<file path="src/source/xadc_drp_package.sv">
package xadc_drp_package;

    // DRP bus widths
    localparam int XADC_DRP_DATA_WIDTH = 16;
    localparam int XADC_DRP_AXIS_ADDR_WIDTH = 7;

    // Result registers of the two auxiliary inputs
    localparam logic [XADC_DRP_AXIS_ADDR_WIDTH-1:0] XADC_DRP_ADDR_CURRENT_CHANNEL = 7'h14;
    localparam logic [XADC_DRP_AXIS_ADDR_WIDTH-1:0] XADC_DRP_ADDR_VOLTAGE_CHANNEL = 7'h1c;

    // Channel numbers as shown on the status port
    localparam logic [4:0] XADC_CHANNEL_VAUX4 = 5'd20;
    localparam logic [4:0] XADC_CHANNEL_VAUX12 = 5'd28;

    // Longest wait for drdy before a read is abandoned
    localparam int DRP_TIMEOUT_CYCLES = 16;
    localparam int DRP_TIMER_WIDTH = $clog2(DRP_TIMEOUT_CYCLES + 1);

    // Saturating fault counter width
    localparam int FAULT_COUNT_WIDTH = 8;

    // Fake conversion ramps of the simulated converter
    localparam logic [XADC_DRP_DATA_WIDTH-1:0] CURRENT_INIT = 16'd127;
    localparam logic [XADC_DRP_DATA_WIDTH-1:0] CURRENT_STEP = 16'd3;
    localparam logic [XADC_DRP_DATA_WIDTH-1:0] VOLTAGE_INIT = 16'd255;
    localparam logic [XADC_DRP_DATA_WIDTH-1:0] VOLTAGE_STEP = 16'd5;

    // Read request from the sequencer into the converter
    typedef struct packed {
        logic den;
        logic [XADC_DRP_AXIS_ADDR_WIDTH-1:0] daddr;
    } drp_req_t;

    // One published measurement record
    typedef struct packed {
        logic [XADC_DRP_DATA_WIDTH-1:0] current;
        logic [XADC_DRP_DATA_WIDTH-1:0] voltage;
    } measurement_t;

endpackage

</file>
<file path="src/source/drp_read_sequencer.sv">
`timescale 1ns/1ps

module drp_read_sequencer (
    input  logic dclk_in,
    input  logic reset_in,
    // Converter status and DRP return path
    input  logic eos,
    input  logic drdy,
    input  logic [xadc_drp_package::XADC_DRP_DATA_WIDTH-1:0] drp_data,
    // Watchdog
    input  logic expired,
    output xadc_drp_package::drp_req_t drp_req,
    output logic timer_start,
    output logic timer_stop,
    // Measurement record to the store
    output xadc_drp_package::measurement_t sample,
    output logic new_sample,
    output logic fault,
    output logic busy
);
    import xadc_drp_package::*;

    typedef enum logic [1:0] {
        SEQ_IDLE,
        SEQ_WAIT_CURRENT,
        SEQ_WAIT_VOLTAGE
    } seq_state_t;

    seq_state_t state;

    always_ff @(posedge dclk_in) begin
        if (reset_in) begin
            state <= SEQ_IDLE;
            drp_req <= '0;
            timer_start <= 1'b0;
            timer_stop <= 1'b0;
            new_sample <= 1'b0;
            fault <= 1'b0;
            busy <= 1'b0;
        end else begin
            // All strobes are single cycle
            drp_req.den <= 1'b0;
            timer_start <= 1'b0;
            timer_stop <= 1'b0;
            new_sample <= 1'b0;
            fault <= 1'b0;
            case (state)
                SEQ_IDLE: begin
                    // Sequence done in the converter, fetch the current first
                    if (eos) begin
                        drp_req.den <= 1'b1;
                        drp_req.daddr <= XADC_DRP_ADDR_CURRENT_CHANNEL;
                        timer_start <= 1'b1;
                        busy <= 1'b1;
                        state <= SEQ_WAIT_CURRENT;
                    end
                end
                SEQ_WAIT_CURRENT: begin
                    if (drdy) begin
                        // Close this read and open the voltage read at once
                        timer_stop <= 1'b1;
                        drp_req.den <= 1'b1;
                        drp_req.daddr <= XADC_DRP_ADDR_VOLTAGE_CHANNEL;
                        timer_start <= 1'b1;
                        state <= SEQ_WAIT_VOLTAGE;
                    end else if (expired) begin
                        fault <= 1'b1;
                        busy <= 1'b0;
                        state <= SEQ_IDLE;
                    end
                end
                SEQ_WAIT_VOLTAGE: begin
                    if (drdy) begin
                        timer_stop <= 1'b1;
                        new_sample <= 1'b1;
                        busy <= 1'b0;
                        state <= SEQ_IDLE;
                    end else if (expired) begin
                        // Half a record is thrown away
                        fault <= 1'b1;
                        busy <= 1'b0;
                        state <= SEQ_IDLE;
                    end
                end
                default: state <= SEQ_IDLE;
            endcase
        end
    end

    // Capture each returned word into its field
    always_ff @(posedge dclk_in) begin
        if (drdy && state == SEQ_WAIT_CURRENT) begin
            sample.current <= drp_data;
        end
        if (drdy && state == SEQ_WAIT_VOLTAGE) begin
            sample.voltage <= drp_data;
        end
    end

endmodule

</file>
<file path="src/source/drp_watchdog_timer.sv">
`timescale 1ns/1ps

module drp_watchdog_timer (
    input  logic dclk_in,
    input  logic reset_in,
    input  logic timer_start,
    input  logic timer_stop,
    output logic expired
);
    import xadc_drp_package::*;

    // Cycles left for the outstanding read
    logic [DRP_TIMER_WIDTH-1:0] count;
    logic armed;

    always_ff @(posedge dclk_in) begin
        if (reset_in) begin
            count <= '0;
            armed <= 1'b0;
            expired <= 1'b0;
        end else begin
            expired <= 1'b0;
            // A new read wins over the stop of the previous one
            if (timer_start) begin
                count <= DRP_TIMER_WIDTH'(DRP_TIMEOUT_CYCLES);
                armed <= 1'b1;
            end else if (timer_stop) begin
                count <= '0;
                armed <= 1'b0;
            end else if (armed) begin
                // Fire once as the count hits zero
                if (count == DRP_TIMER_WIDTH'(1)) begin
                    expired <= 1'b1;
                    armed <= 1'b0;
                end
                count <= count - 1'b1;
            end
        end
    end

endmodule

</file>
<file path="src/source/measurement_store.sv">
`timescale 1ns/1ps

module measurement_store (
    input  logic dclk_in,
    input  logic reset_in,
    input  xadc_drp_package::measurement_t sample,
    input  logic new_sample,
    input  logic fault,
    input  logic clear_peak,
    output xadc_drp_package::measurement_t measurement,
    output logic sample_valid,
    output logic [xadc_drp_package::XADC_DRP_DATA_WIDTH-1:0] peak_current,
    output logic [xadc_drp_package::FAULT_COUNT_WIDTH-1:0] fault_count
);
    // Clear seen, waiting for the next sample
    logic clear_pending;

    always_ff @(posedge dclk_in) begin
        if (reset_in) begin
            measurement <= '0;
            sample_valid <= 1'b0;
            peak_current <= '0;
            clear_pending <= 1'b0;
            fault_count <= '0;
        end else begin
            sample_valid <= new_sample;
            if (new_sample) begin
                measurement <= sample;
                // After a clear the new current is taken as is
                if (clear_peak || clear_pending || sample.current > peak_current) begin
                    peak_current <= sample.current;
                end
                clear_pending <= 1'b0;
            end else if (clear_peak) begin
                clear_pending <= 1'b1;
            end
            // Saturate at all ones
            if (fault && fault_count != '1) begin
                fault_count <= fault_count + 1'b1;
            end
        end
    end

endmodule

</file>
<file path="src/source/xadc_bfm.sv">
`timescale 1ns/1ps

module xadc_bfm (
    input  logic dclk_in,
    input  logic reset_in,
    // DRP port, reads only
    input  xadc_drp_package::drp_req_t drp_req,
    input  logic [xadc_drp_package::XADC_DRP_DATA_WIDTH-1:0] di_in,
    input  logic dwe_in,
    output logic drdy_out,
    output logic [xadc_drp_package::XADC_DRP_DATA_WIDTH-1:0] do_out,
    // Dedicated and auxiliary analog pins, ignored by the model
    input  logic vp_in,
    input  logic vn_in,
    input  logic vauxp4,
    input  logic vauxn4,
    input  logic vauxp12,
    input  logic vauxn12,
    // Conversion status
    output logic [4:0] channel_out,
    output logic eoc_out,
    output logic alarm_out,
    output logic eos_out,
    output logic busy_out
);
    import xadc_drp_package::*;

    typedef enum logic [2:0] {
        INIT,
        IDLE,
        PULSE_EOS,
        AWAIT_READ,
        READ_WAIT,
        PREP_READ,
        SHOW_READ
    } bfm_state_t;

    bfm_state_t state;

    // Fake conversion results
    logic [XADC_DRP_DATA_WIDTH-1:0] current_conv;
    logic [XADC_DRP_DATA_WIDTH-1:0] voltage_conv;
    // Word picked by the last accepted address
    logic [XADC_DRP_DATA_WIDTH-1:0] conv_value;
    // Set when the read in flight targets the voltage channel
    logic read_voltage;

    always_ff @(posedge dclk_in) begin
        if (reset_in) begin
            state <= INIT;
            drdy_out <= 1'b0;
            channel_out <= '0;
            eoc_out <= 1'b0;
            alarm_out <= 1'b0;
            eos_out <= 1'b0;
            busy_out <= 1'b0;
            read_voltage <= 1'b0;
        end else begin
            case (state)
                INIT: begin
                    // Load the ramp start values, first sequence ends now
                    current_conv <= CURRENT_INIT;
                    voltage_conv <= VOLTAGE_INIT;
                    eoc_out <= 1'b1;
                    busy_out <= 1'b1;
                    channel_out <= XADC_CHANNEL_VAUX12;
                    state <= IDLE;
                end
                IDLE: begin
                    // EOS follows the last EOC by one cycle
                    eoc_out <= 1'b0;
                    busy_out <= 1'b0;
                    eos_out <= 1'b1;
                    state <= PULSE_EOS;
                end
                PULSE_EOS: begin
                    eos_out <= 1'b0;
                    state <= AWAIT_READ;
                end
                AWAIT_READ: begin
                    // Unknown addresses are dropped here and never see drdy
                    if (drp_req.den) begin
                        if (drp_req.daddr == XADC_DRP_ADDR_CURRENT_CHANNEL) begin
                            conv_value <= current_conv;
                            read_voltage <= 1'b0;
                            state <= READ_WAIT;
                        end else if (drp_req.daddr == XADC_DRP_ADDR_VOLTAGE_CHANNEL) begin
                            conv_value <= voltage_conv;
                            read_voltage <= 1'b1;
                            state <= READ_WAIT;
                        end
                    end
                end
                // Register file latency
                READ_WAIT: state <= PREP_READ;
                PREP_READ: begin
                    drdy_out <= 1'b1;
                    do_out <= conv_value;
                    state <= SHOW_READ;
                end
                SHOW_READ: begin
                    drdy_out <= 1'b0;
                    if (read_voltage) begin
                        // Sequence read out, step both ramps and convert again
                        current_conv <= current_conv + CURRENT_STEP;
                        voltage_conv <= voltage_conv + VOLTAGE_STEP;
                        eoc_out <= 1'b1;
                        busy_out <= 1'b1;
                        channel_out <= XADC_CHANNEL_VAUX12;
                        state <= IDLE;
                    end else begin
                        state <= AWAIT_READ;
                    end
                end
                default: state <= INIT;
            endcase
        end
    end

endmodule

</file>
<file path="src/source/xadc_monitor_top.sv">
`timescale 1ns/1ps

module xadc_monitor_top (
    input  logic dclk_in,
    input  logic reset_in,
    input  logic clear_peak,
    output xadc_drp_package::measurement_t measurement,
    output logic sample_valid,
    output logic [xadc_drp_package::XADC_DRP_DATA_WIDTH-1:0] peak_current,
    output logic [xadc_drp_package::FAULT_COUNT_WIDTH-1:0] fault_count,
    output logic busy
);
    import xadc_drp_package::*;

    // DRP link
    drp_req_t drp_req;
    logic drdy;
    logic [XADC_DRP_DATA_WIDTH-1:0] drp_data;
    logic eos;
    // Watchdog handshake
    logic timer_start;
    logic timer_stop;
    logic expired;
    // Sequencer to store
    measurement_t sample;
    logic new_sample;
    logic fault;

    // Write port and analog pins are tied off, status beyond EOS is not used
    xadc_bfm u_xadc (
        .dclk_in(dclk_in), .reset_in(reset_in),
        .drp_req(drp_req), .di_in('0), .dwe_in(1'b0),
        .drdy_out(drdy), .do_out(drp_data),
        .vp_in(1'b0), .vn_in(1'b0),
        .vauxp4(1'b0), .vauxn4(1'b0), .vauxp12(1'b0), .vauxn12(1'b0),
        .channel_out(), .eoc_out(), .alarm_out(), .eos_out(eos), .busy_out()
    );

    drp_read_sequencer u_sequencer (
        .dclk_in(dclk_in), .reset_in(reset_in),
        .eos(eos), .drdy(drdy), .drp_data(drp_data), .expired(expired),
        .drp_req(drp_req), .timer_start(timer_start), .timer_stop(timer_stop),
        .sample(sample), .new_sample(new_sample), .fault(fault), .busy(busy)
    );

    drp_watchdog_timer u_timer (
        .dclk_in(dclk_in), .reset_in(reset_in),
        .timer_start(timer_start), .timer_stop(timer_stop), .expired(expired)
    );

    measurement_store u_store (
        .dclk_in(dclk_in), .reset_in(reset_in),
        .sample(sample), .new_sample(new_sample), .fault(fault), .clear_peak(clear_peak),
        .measurement(measurement), .sample_valid(sample_valid),
        .peak_current(peak_current), .fault_count(fault_count)
    );

endmodule

</file>
<file path="config.mk">
export PLATFORM = sky130hd
export DESIGN_NAME = xadc_monitor_top
export DESIGN_NICKNAME = d
export VERILOG_FILES = /design/src/source/xadc_drp_package.sv /design/src/source/drp_read_sequencer.sv /design/src/source/drp_watchdog_timer.sv /design/src/source/measurement_store.sv /design/src/source/xadc_bfm.sv /design/src/source/xadc_monitor_top.sv
export SDC_FILE = /design/constraint.sdc
export NUM_CORES = 1
export LEC_CHECK = 0
export ABC_AREA = 0
export ABC_CLOCK_PERIOD_IN_PS = 3700
export BUFFER_PORTS_ARGS = -buffer_cell sky130_fd_sc_hd__buf_2
export CAP_MARGIN = 20
export CELL_PAD_IN_SITES_DETAIL_PLACEMENT = 2
export CELL_PAD_IN_SITES_GLOBAL_PLACEMENT = 2
export CORE_MARGIN = 3
export CORE_UTILIZATION = 37
export DETAILED_ROUTE_END_ITERATION = 10
export PLACE_DENSITY_LB_ADDON = 0.1
export SYNTH_ARGS = -nofsm -noshare
export SYNTH_HDL_FRONTEND = slang
export SYNTH_SLANG_ARGS = --single-unit
</file>
<file path="constraint.sdc">
create_clock -name dclk_in -period 3.7 [get_ports dclk_in]
set_clock_uncertainty 0.2 [all_clocks]
set_input_delay 0 -clock dclk_in [delete_from_list [all_inputs] [get_ports dclk_in]]
set_output_delay 0 -clock dclk_in [all_outputs]
set_load 0.05 [all_outputs]
</file>
Word-level counts from Yosys, hierarchy flattened
Index checks and enable logic that the tools add are counted.
Operators by class
  equal/unequal tests: 18
  reductions and logical operators: 29
  mux-type cells: 40
  $add $sub $neg: 4
  bitwise operators: 4
  $lt $le $gt $ge: 1
Operators by type and width (number)
  $mux W16: 4
  $pmux W16 S2: 2
  $pmux W3 S7: 1
  $add A16 B2 Y16 const B: 1
  $add A16 B3 Y16 const B: 1
  $gt A16 B16 Y1: 1
  $mux W8: 2
  $pmux W8 S2: 1
  $mux W5: 3
  $eq A7 B5 Y1 const B: 2
  $mux W1: 14
  $reduce_and A3 Y1: 4
  $mux W2: 5
  $reduce_bool A2 Y1: 5
  $eq A3 B3 Y1 const B: 3
  $mux W3: 3
  $add A8 B1 Y8 const B: 1
  $ne A8 B8 Y1 const B: 1
  $reduce_or A2 Y1: 4
  $eq A3 B2 Y1 const B: 2
  $ne A2 B2 Y1 const B: 3
  $pmux W1 S2: 3
  $pmux W2 S3: 1
  $reduce_and A2 Y1: 3
  other kinds (17): 26
Storage, ports and cells
  bits in registers: 182
  logic and storage cells: 124
  output and inout bits: 58
  bits of input ports: 3

Longest topological paths before layout
Gate-level depths: netlist of the first run.
  depth after elaboration: 5
  gate-level depth with buffers: 8
  mapped depth without buffers: 7

Cells and area by module
From an unflattened synthesis of the first run, not the netlist that was laid out.
Second synthesis, totals
  cell total of the unflattened synthesis: 654
  area total of the unflattened synthesis: 7773.7 µm²
By module, submodules not included
  xadc_bfm: cells each 261, sequential area each 2082.0 µm², times used 1, area each 3300.7 µm²
  measurement_store: cells each 275, sequential area each 1161.1 µm², times used 1, area each 2700.1 µm²
  drp_read_sequencer: cells each 83, sequential area each 1141.1 µm², times used 1, area each 1445.1 µm²
  drp_watchdog_timer: cells each 34, sequential area each 140.1 µm², times used 1, area each 324.1 µm²
  xadc_monitor_top: cells each 1, sequential area each 0.0 µm², times used 1, area each 3.8 µm²

Least setup slack after synthesis of the first run
No wires, ideal clock.
  kind: register to register
  start point: reg u_xadc.state[2]
  end point: reg u_xadc.current_conv[0], enable pin
  data required time: 3.039 ns
  path buffers: 0
  library setup time: 0.461 ns
  arrival: 2.782 ns
  setup slack: 0.257 ns
  stages on the path, launching flop included: 4
  clock period less this slack: 3.443 ns
  cells stage by stage: dfxtp_1 and3_1 nor2_1 nor3_1
On the way
  word-level cells in the longest chain between the ends: 3
  elaborated cells between the ends (all ways): 5
  classes of those cells: 2 x eq/ne; 3 x reduce/logical
RTL lines
  start, declared: RTL line xadc_bfm.sv:38  | bfm_state_t state;
  start signal, assigned: RTL line xadc_bfm.sv:50  | state <= INIT;
  start signal, assigned: RTL line xadc_bfm.sv:67  | state <= IDLE;
  start signal, assigned: RTL line xadc_bfm.sv:74  | state <= PULSE_EOS;
  $eq A3 B3 Y1 / $logic_not A3 Y1 (equally long branches): RTL line xadc_bfm.sv:59  | case (state)
  $ne A2 B1 Y1 (no source line) / $reduce_bool A2 Y1 (equally long branches)
  $reduce_and A3 Y1 (no source line) (*)
  end signal, assigned: RTL line xadc_bfm.sv:105  | current_conv <= current_conv + CURRENT_STEP;
  end, declared: RTL line xadc_bfm.sv:41  | logic [XADC_DRP_DATA_WIDTH-1:0] current_conv;
Mark *: on every way between the ends. The rest lies on a longest branch, timed or not.
A chain may end at the register's enable or synchronous reset.

Worst setup path in the final report of the first run
  start point: reg, netlist name u_sequencer.sample[25]
  end point: reg u_store.peak_current[11] (netlist name)
On the way
  word-level cells in the longest chain between the ends: 3
RTL lines
  $gt A16 B16 Y1: RTL line measurement_store.sv:30  | if (clear_peak || clear_pending || sample.current > peak_current) begin
  $logic_or A1 B1 Y1: RTL line measurement_store.sv:30
  $reduce_and A2 Y1 (no source line)
  end signal, assigned: RTL line measurement_store.sv:31  | peak_current <= sample.current;
  end, declared: RTL line measurement_store.sv:12  | output logic [xadc_drp_package::XADC_DRP_DATA_WIDTH-1:0] peak_current,
No other way between the ends.

==> impl_metrics.ini, run 1 <==
[yosys]
avgSynthCellArea_um2 = 12.3
synthSimpleGateAreaFrac_pct = 11.2
synth-compound-area-share_pct = 8.14
synth_cell_types = 49
yosys_warnings = 0
synth-edff-count = 96
synth-xor-area-share_pct = 3.54
synthCells = 586
ys_seq_area_share_pct = 62.5
netlist_area_mm2 = 0.00718
synth-async-reset-ratio_pct = 0
synthAdderAreaFrac_pct = 4.36
ys_ff_latch = 176
synth_top_family_by_area = simple AND/OR/NAND/NOR gates
mappedNetlistNets = 614
synth_ff_type = edfxtp_1
synth_mux_area_share_pct = 7.39

[critical_path]
r2r_end = u_store.peak_current[11]
r2r_slack_ps = 660
end_kind = flip-flop
cp_slowest_cell = a311oi_4
path_delay_family = compound AO/OA/AOI/OAI gates
reg2reg_from = u_sequencer.sample[25]
arrival_ps = 3210
critPathLaunchType = flip-flop
crit_required_ps = 3870
rr_worst_depth = 6
crit_chain = ha_1 -> nand4_1 -> or4_4 -> a21o_1 -> a311oi_4 -> a22o_2
critPathMaxStageDelay_ps = 760
crit_path_max_fanout = 15
worst-path-buf-inv = 0
worstSetupPathType = flip-flop to flip-flop

[pwr]
power.net_switching_uw = 881
total_power_mw = 4.01
power.leakage_nw = 3.00
peakVddDrop_v = 0.000324
powerDensity_mw_per_mm2 = 480
p_sw_share_pct = 22.0
internal-power_mw = 3.13
p_comb_share_pct = 3.9
power_frac_seq_pct = 52.5
clkPwrFrac_pct = 43.6

[placed_design]
routabilityCongestion = 0.756
hpwl_um = 12400
port_buffers = 60
place_inst = 891

[grt]
grt_pass1_wl_um = 28800
overflow = 0
grt_use_total_pct = 17.3
grt_max_degree = 35
antenna_found_initial = 0
grt_pass1_vias = 5255

[floorplanning]
dieArea_mm2 = 0.0211
start_util_pct = 38.0
placementRows = 50
core_area_mm2 = 0.0189
die_w_um = 145
io_pins = 61
die_y_um = 145

[timing]
relSlewSlack_pct = 35.4
hold_viol = 0
finalSetupViolCount = 0
fin_hold_ws_ps = 219
tightest_slew_ps = 964
period_needed_ps = 3040
max_freq_mhz = 329
maxSlewViolCount = 0
rsz0062_at_grt = false
finalSetupTns_ps = 0
fin_crit_sh_pct = 82.1

[detailed_routing]
drtAntennaViolNets = 0
wl_um = 17700
wl_per_cell_um = 19.1
num_vias = 4684
viasPerCell = 5.06
drt_iter0_markers = 118
drcViolationCount = 0
drt_pass1_iterations = 4

[clocking]
cts_num_sinks = 176
clock_latency_ps = 430
cts_buffers = 17
cts-root-to-sink-buffers = 2
cts_hold_buf = 2
post_cts_buffers = 0
cts-root-buf = clkbuf_16
h-tree-depth = 4
post_cts_resized = 0
clkSlewWorstSetupHoldPaths_ps = 60
cts_tree = yes

[finish]
regArea_mm2 = 0.00449
multi_input_area_mm2 = 0.00250
layout.nets = 680
n_antenna_cell = 0
finalCoreUtilization_pct = 44.2
layout-drive-gt1-share_pct = 19.4
syn2layout_area_growth_pct = 16.3
nFillCells = 1930
instances_no_fill = 925

[flow_run]
drv_cap = 0

[outcome]
status = finished clean

[hold_path]
hold_start = u_xadc.conv_value[0]
hold_depth = 0
min_to = u_xadc.do_out[0]
hold_path_class = flip-flop to flip-flop
==> synth_stat cells, types with 2 or more instances <==
cell type / n / area share (%)
a211oi_1: 3 / 0.31
nand2_1: 33 / 1.7
buf_1: 6 / 0.31
nor2_1: 72 / 3.8
o41ai_1: 2 / 0.24
clkbuf_1: 13 / 0.68
a21o_1: 2 / 0.21
nand2b_1: 5 / 0.44
xor2_1: 18 / 2.2
nand4_1: 9 / 0.78
or3_1: 10 / 0.87
dfxtp_1: 80 / 22
a21oi_1: 29 / 2.0
xnor2_1: 11 / 1.3
and4_1: 3 / 0.37
and3_1: 8 / 0.70
nor2b_1: 4 / 0.35
a31oi_1: 4 / 0.35
a22o_1: 5 / 0.61
edfxtp_1: 96 / 40
and2_1: 2 / 0.17
a22o_2: 10 / 1.4
o21ai_0: 18 / 1.3
ha_1: 25 / 4.4
inv_1: 32 / 1.7
mux2_2: 16 / 2.5
mux2i_1: 35 / 4.9
nand3_1: 9 / 0.63
nor4_1: 3 / 0.26
nor3_1: 4 / 0.28
==> layout by cell type, fill, tap and decap left out, types with 3 or more instances in the layout <==
cell       instances
nand2b_1           5
a21oi_1           29
a22o_2            10
ha_1              25
mux2_2            16
mux2i_1           35
nand4_1            9
and4_1             3
clkinv_2           3
clkbuf_1           5
nor2_1            72
xor2_1            18
nand3_1            9
xnor2_1           11
o21ai_0           18
nor2b_1            3
a22o_1             5
or3_1             10
a31oi_1            4
buf_2             60
a211oi_1           3
nor4_1             3
and3_1             8
nand2_1           33
clkbuf_16         17
nor3_1             3
inv_1             32
dfxtp_1           79
edfxtp_1          96
buf_4              6
==> worst register-to-register path: cells and delay by family, from the launching register on <==
| kind | cells | cell delay, ps |
|---|---|---|
| compound gates | 3 | 1250 |
| simple gates | 2 | 780 |
| flops | 1 | 420 |
| fa+ha+maj | 1 | 330 |
==> sequential cells by signal (all words and copies together) (netlist names), 2 cells and up <==
signal,flops
u_timer.count,5
u_xadc.do_out,16
u_store.fault_count,8
u_sequencer.state,2
u_store.measurement,32
u_store.peak_current,16
u_xadc.conv_value,16
u_xadc.state,3
u_xadc.current_conv,16
u_sequencer.drp_req,2
u_xadc.voltage_conv,16
u_sequencer.sample,32
==> through the flow <==
step,setup WS (ps),cell area [um^2]
after floorplan,257,7180
after global placement,757,7770
after detailed placement,665,7770
after CTS,645,8350
after global routing,539,8350
final,661,8350
==> power groups by stage <==
| stage | registers (mW) | clock network (mW) | logic [mW] |
|---|---|---|---|
| after CTS | 2.10 | 1.79 | 0.160 |
| after global routing | 2.11 | 1.87 | 0.175 |
| final | 2.10 | 1.75 | 0.157 |
| after detailed placement | 2.15 | 0 | 0.156 |
| after floorplan | 2.14 | 0 | 0.112 |
| after global placement | 2.15 | 0 | 0.148 |
==> area by class of cell <==
cell class | instances | area share [%]
sequential | 176 | 53.7
multi-input combinational | 357 | 29.9
clock buffer | 22 | 5.32
timing repair buffer | 68 | 4.38
tap | 260 | 3.90
inverter | 32 | 1.44
clock inverter | 10 | 1.35
==> metal layers <==
metal | up-vias | GRT usage (%) | share of wire, %
met2 | 60 | 30.5 | 50
li1 | 2233 | - | -
met5 | - | 0 | 0
met3 | 19 | 3.94 | 2.6
met4 | 0 | 4.61 | 1.2
met1 | 2372 | 21.3 | 46
==> cell families after synthesis <==
kind of cell / after synthesis
flip-flops: 176
AND/OR/NAND/NOR: 169
AO/OA/AOI/OAI: 83
buffers and inverters: 53
multiplexers: 51
XOR/XNOR: 29
adder cells (fa/ha/maj): 25
==> how the worst max path moves through the flow <==
| stage | start | endpoint | slack [ps] | cells past startpoint |
|---|---|---|---|---|
| 3_5_place_dp | u_sequencer.sample[25] | u_store.peak_current[11] | 670 | 6 |
| 4_1_cts | u_sequencer.sample[25] | u_store.peak_current[7] | 640 | 6 |
| 5_1_grt | u_sequencer.sample[31] | u_store.peak_current[7] | 540 | 6 |
| 6_report | u_sequencer.sample[25] | u_store.peak_current[11] | 660 | 6 |
| 3_3_place_gp | u_sequencer.sample[25] | u_store.peak_current[10] | 760 | 6 |
| 2_1_floorplan | u_xadc.state[2] | u_xadc.current_conv[0] | 260 | 3 |
No activity file was read; power rests on OpenSTA's default activity.
==> run 2, diff against run 1 <==
--- a/config.mk
+++ b/config.mk
@@ -6,7 +6,7 @@
 export NUM_CORES = 1
 export LEC_CHECK = 0
 export ABC_AREA = 0
-export ABC_CLOCK_PERIOD_IN_PS = 3700
+export ABC_CLOCK_PERIOD_IN_PS = 2600
 export BUFFER_PORTS_ARGS = -buffer_cell sky130_fd_sc_hd__buf_2
 export CAP_MARGIN = 20
 export CELL_PAD_IN_SITES_DETAIL_PLACEMENT = 2
==> constraint.sdc (replaced) <==
create_clock -name dclk_in -period 2.6 [get_ports dclk_in]
set_clock_uncertainty 0.2 [all_clocks]
set_input_delay 0 -clock dclk_in [delete_from_list [all_inputs] [get_ports dclk_in]]
set_output_delay 0 -clock dclk_in [all_outputs]
set_load 0.05 [all_outputs]
==> run 2 against run 1 <==
  * The flow now finishes with violations (negative setup slack)
  * Via count up 1.9%
  * Non-clock buffer count grew 25
  * Critical path depth up 2
  * Critical path type unchanged
  * Largest power group unchanged
==> impl_metrics.ini, run 2 (synthesis results as in run 1) <==
[hold_path]
hold_start = reset_in
hold_depth = 3
hold_path_class = primary input to flip-flop
min_to = u_timer.count[3]

[floorplanning]
dieArea_mm2 = 0.0211
placementRows = 50
core_area_mm2 = 0.0189
die_y_um = 145
die_w_um = 145
io_pins = 61
start_util_pct = 38.0

[critical_path]
arrival_ps = 2840
critPathLaunchType = flip-flop
rr_worst_depth = 8
reg2reg_from = u_sequencer.sample[26]
worstSetupPathType = flip-flop to flip-flop
critPathMaxStageDelay_ps = 600
crit_path_max_fanout = 15
crit_required_ps = 2700
r2r_end = u_store.peak_current[5]
path_delay_family = simple AND/OR/NAND/NOR gates
crit_chain = ha_4 -> nand4_1 -> or4_4 -> o41ai_4 -> buf_4 -> a311oi_4 -> buf_12 -> a22o_2
cp_slowest_cell = or4_4
worst-path-buf-inv = 2
r2r_slack_ps = -140
end_kind = flip-flop

[finish]
layout.nets = 706
n_antenna_cell = 0
most-common-layout-cells = 96 x edfxtp_1, 72 x nor2_1, 67 x dfxtp_1
reg_top3 = u_sequencer.sample (32), u_store.measurement (32)
nFillCells = 1894
mostFrequentLayoutCell = edfxtp_1
syn2layout_area_growth_pct = 20.5
multi_input_area_mm2 = 0.00255
regArea_mm2 = 0.00452
layout-drive-gt1-share_pct = 25.0

[detailed_routing]
drtAntennaViolNets = 0
wl_per_cell_um = 18.6
drt_pass1_iterations = 4
drt_iter0_markers = 159
drcViolationCount = 0
viasPerCell = 5.02
num_vias = 4775
wl_um = 17700

[placed_design]
dp_slack_ps = -281
hpwl_um = 12500
port_buffers = 60
routabilityCongestion = 0.754

[timing]
maxSlewViolCount = 0
relSlewSlack_pct = 60.1
tightest_slew_ps = 599
hold_viol = 0
finalSetupTns_ps = -1790
fin_crit_sh_pct = 105
max_freq_mhz = 365
rsz0062_at_grt = true
finalSetupViolCount = 16
setup_ws_ps = -142
fin_hold_ws_ps = 58.9
period_needed_ps = 2740

[pwr]
power.leakage_nw = 3.15
peakVddDrop_v = 0.000391
powerDensity_mw_per_mm2 = 650
total_power_mw = 5.63

[grt]
antenna_found_initial = 0
grt_pass1_wl_um = 29400
grt_use_total_pct = 17.4
grt_pass1_vias = 5305
overflow = 0
grt_max_degree = 46

[clocking]
cts_buffers = 17
clock_latency_ps = 420
cts-root-buf = clkbuf_16
clkSlewWorstSetupHoldPaths_ps = 70
cts-root-to-sink-buffers = 2
h-tree-depth = 4
cts_num_sinks = 176
cts_tree = yes

[outcome]
violations = negative setup slack
status = finished, violations left

[flow_run]
drv_cap = 0
-- run 2: cell count changes in the layout (fill, tap and decap cells not counted), moves of 2 or more --
cell,before,now
clkinvlp_4,1,3
ha_1,25,23
buf_4,6,29
dfxtp_2,1,4
ha_4,0,2
dfxtp_1,79,67
dfxtp_4,0,9
clkbuf_1,5,1
-- run 2: worst max-delay path by stage --
stage                       startpoint                        to  slack, ps  cells past startpoint
4_1_cts         u_sequencer.sample[26]   u_store.peak_current[5]       -100                      8
3_3_place_gp    u_sequencer.sample[27]   u_store.peak_current[7]       -170                      6
6_report        u_sequencer.sample[26]   u_store.peak_current[5]       -140                      8
5_1_grt         u_sequencer.sample[26]   u_store.peak_current[5]       -210                      8
3_5_place_dp    u_sequencer.sample[27]  u_store.peak_current[10]       -280                      6
2_1_floorplan  u_store.peak_current[9]   u_store.peak_current[6]          3                      8
-- run 2: layout make-up --
| cell class | instances | share of cell area [%] |
|---|---|---|
| inverters | 32 | 1.39 |
| clock inverters | 13 | 1.32 |
| clock buffers | 19 | 5.12 |
| well taps | 260 | 3.76 |
| flip-flops and latches | 176 | 52.3 |
| repair buffers | 93 | 6.57 |
| multi-input cells | 358 | 29.5 |
-- run 2: power by group --
group	internal, mW	switching (mW)
logic	0.0885	0.140
clock network	1.34	1.06
registers	2.94	0.0444
total	4.38	1.25
-- run 2: what timing repair did --
action	CTS	global route
hold buffers	3	0
resized for setup	2	5
setup buffers	5	1
cloned	1	0
hold endpoints to repair	11	0
endpoints found under the setup margin	15	16
pin swaps	4	0
-- run 2: per-stage QoR --
step	util, %	cell area [um^2]	std cells
floorplan	-	7230	586
global placement	42.1	7960	909
detailed placement	42.1	7960	909
CTS	45.6	8620	950
global route	45.8	8650	951
finish	45.8	8650	951
-- run 2: metal layers --
metal	up-vias	part of all wire (%)	track usage (%)
li1	2293	-	-
met5	-	0	0
met2	59	52	30.7
met3	12	2.5	3.59
met1	2411	45	21.6
met4	0	1.3	4.99
-- run 2: worst min-delay path: stages --
cell	delay, ps
buf_2	310
or3_1	250
nor2_1	60
==> run 3, diff against run 2 <==
--- a/config.mk
+++ b/config.mk
@@ -15,6 +15,7 @@
 export CORE_UTILIZATION = 37
 export DETAILED_ROUTE_END_ITERATION = 10
 export PLACE_DENSITY_LB_ADDON = 0.1
+export REMOVE_ABC_BUFFERS = 1
 export SYNTH_ARGS = -nofsm -noshare
 export SYNTH_HDL_FRONTEND = slang
 export SYNTH_SLANG_ARGS = --single-unit
==> run 3 against run 2 <==
  * The run still ends with negative setup slack left
  * Setup slack improved by 38 ps
  * Power grew 2.9%
  * Sequential cell count unchanged
  * Global-route usage increased by 0.82 points
  * Maximum frequency up 1.4%
  * Cell count increased by 1.4%
  * Core utilization increased by 0.45 points
  * Final area up 0.98%
  * Hold slack improved by 160 ps
  * Sequential power about the same
  * Critical path depth down 1
  * First-iteration DRC count increased by 14%
==> impl_metrics.ini, run 3 (synthesis results as in run 1) <==
[floorplanning]
placementRows = 50
dieArea_mm2 = 0.0211
die_w_um = 145
io_pins = 61
die_y_um = 145
start_util_pct = 38.0
core_area_mm2 = 0.0189

[critical_path]
rr_worst_depth = 7
arrival_ps = 2820
end_kind = flip-flop
worstSetupPathType = flip-flop to flip-flop
crit_path_max_fanout = 15
crit_required_ps = 2720
critPathLaunchType = flip-flop

[grt]
grt_max_degree = 35
overflow = 0
grt_pass1_vias = 5444
antenna_found_initial = 0
grt_use_total_pct = 18.2
grt_pass1_wl_um = 30500

[timing]
setup_ws_ps = -105
period_needed_ps = 2700
finalSetupViolCount = 15
relSlewSlack_pct = 59.3
fin_crit_sh_pct = 104
hold_viol = 0
max_freq_mhz = 370
maxSlewViolCount = 0
tightest_slew_ps = 611
fin_hold_ws_ps = 222
rsz0062_at_grt = true

[placed_design]
routabilityCongestion = 0.772
hpwl_um = 12800
port_buffers = 60

[detailed_routing]
wl_per_cell_um = 19.7
drt_iter0_markers = 181
wl_um = 18900
num_vias = 4867
drtAntennaViolNets = 0
viasPerCell = 5.05
drcViolationCount = 0
drt_pass1_iterations = 4

[finish]
mostFrequentLayoutCell = edfxtp_1
layout-drive-gt1-share_pct = 25.0
nFillCells = 1914
syn2layout_area_growth_pct = 21.6
most-common-layout-cells = 96 x edfxtp_1, 78 x dfxtp_1, 72 x nor2_1
n_antenna_cell = 0
reg_top3 = u_sequencer.sample (32), u_store.measurement (32)
layout.nets = 719

[clocking]
cts_num_sinks = 176
cts-root-buf = clkbuf_16
cts_tree = yes
clkSlewWorstSetupHoldPaths_ps = 70
cts_buffers = 17
clock_latency_ps = 430
cts-root-to-sink-buffers = 2
h-tree-depth = 4

[hold_path]
hold_depth = 0
hold_path_class = flip-flop to flip-flop

[pwr]
peakVddDrop_v = 0.000400
powerDensity_mw_per_mm2 = 663
power.leakage_nw = 3.21
total_power_mw = 5.79

[flow_run]
drv_cap = 0

[outcome]
violations = negative setup slack
status = finished, violations left
==> run 3: cell types whose count changed in the layout (fill, tap and decap cells not counted), moves of 2 or more <==
cell,previous run,this run
buf_6,0,2
buf_4,29,41
dfxtp_1,67,78
dfxtp_2,4,2
dfxtp_4,9,0
clkinv_2,2,0
==> run 3: power breakdown <==
part	switching [mW]	internal, mW
Clock	1.13	1.43
Combinational	0.141	0.0923
Sequential	0.0426	2.95
==> run 3: worst paths after layout <==
| path | from | endpoint | slack [ps] |
|---|---|---|---|
| min | u_xadc.conv_value[8] | u_xadc.do_out[8] | 220 |
| max reg2reg | u_sequencer.sample[26] | u_store.peak_current[5] | -100 |
| max | u_sequencer.sample[26] | u_store.peak_current[5] | -100 |
| min reg2reg | u_xadc.conv_value[8] | u_xadc.do_out[8] | 220 |
==> run 3: critical path, stage by stage, from the launching register on <==
cell and delay [ps]:
edfxtp_1 470, ha_4 320, nand4_1 150, or4_4 560
a21o_1 200, a32o_2 290, buf_12 150, a22o_2 260
==> run 3: layer usage <==
| metal | track usage [%] | routed length [um] | up-vias |
|---|---|---|---|
| met5 | 0 | 0 | - |
| met4 | 4.56 | 219 | 0 |
| met2 | 33.7 | 10200 | 62 |
| met1 | 21.6 | 8100 | 2471 |
| li1 | - | - | 2314 |
| met3 | 3.75 | 455 | 20 |
==> run 3: through the flow <==
stage	area, um^2	setup TNS, ps	utilization (%)	std cells	setup slack, ps
global route	8730	-1710	46.2	964	-128
global placement	7970	-3670	42.2	918	-256
detailed placement	7970	-5640	42.2	918	-394
finish	8730	-1360	46.2	964	-105
floorplan	7090	-31310	-	565	-843
CTS	8660	-288	45.8	960	-33.3
==> run 3: final cells by class <==
type                            instances  area, um^2  share of cell area (%)
Clock buffer                           18         429                    4.91
Clock inverter                         14         156                    1.79
Timing Repair Buffer                  107         681                    7.79
Inverter                               32         120                    1.38
Multi-Input combinational cell        357        2530                    29.0
Sequential cell                       176        4490                    51.4
Tap cell                              260         325                    3.72
==> run 3: what timing repair did <==
| item | CTS | global route |
|---|---|---|
| pin swaps | 6 | 4 |
| buffers inserted | 7 | 4 |
| hold endpoints to repair | 16 | 0 |
| hold buffers | 3 | 0 |
| endpoints found under the setup margin | 15 | 16 |
| resized for setup | 2 | 7 |
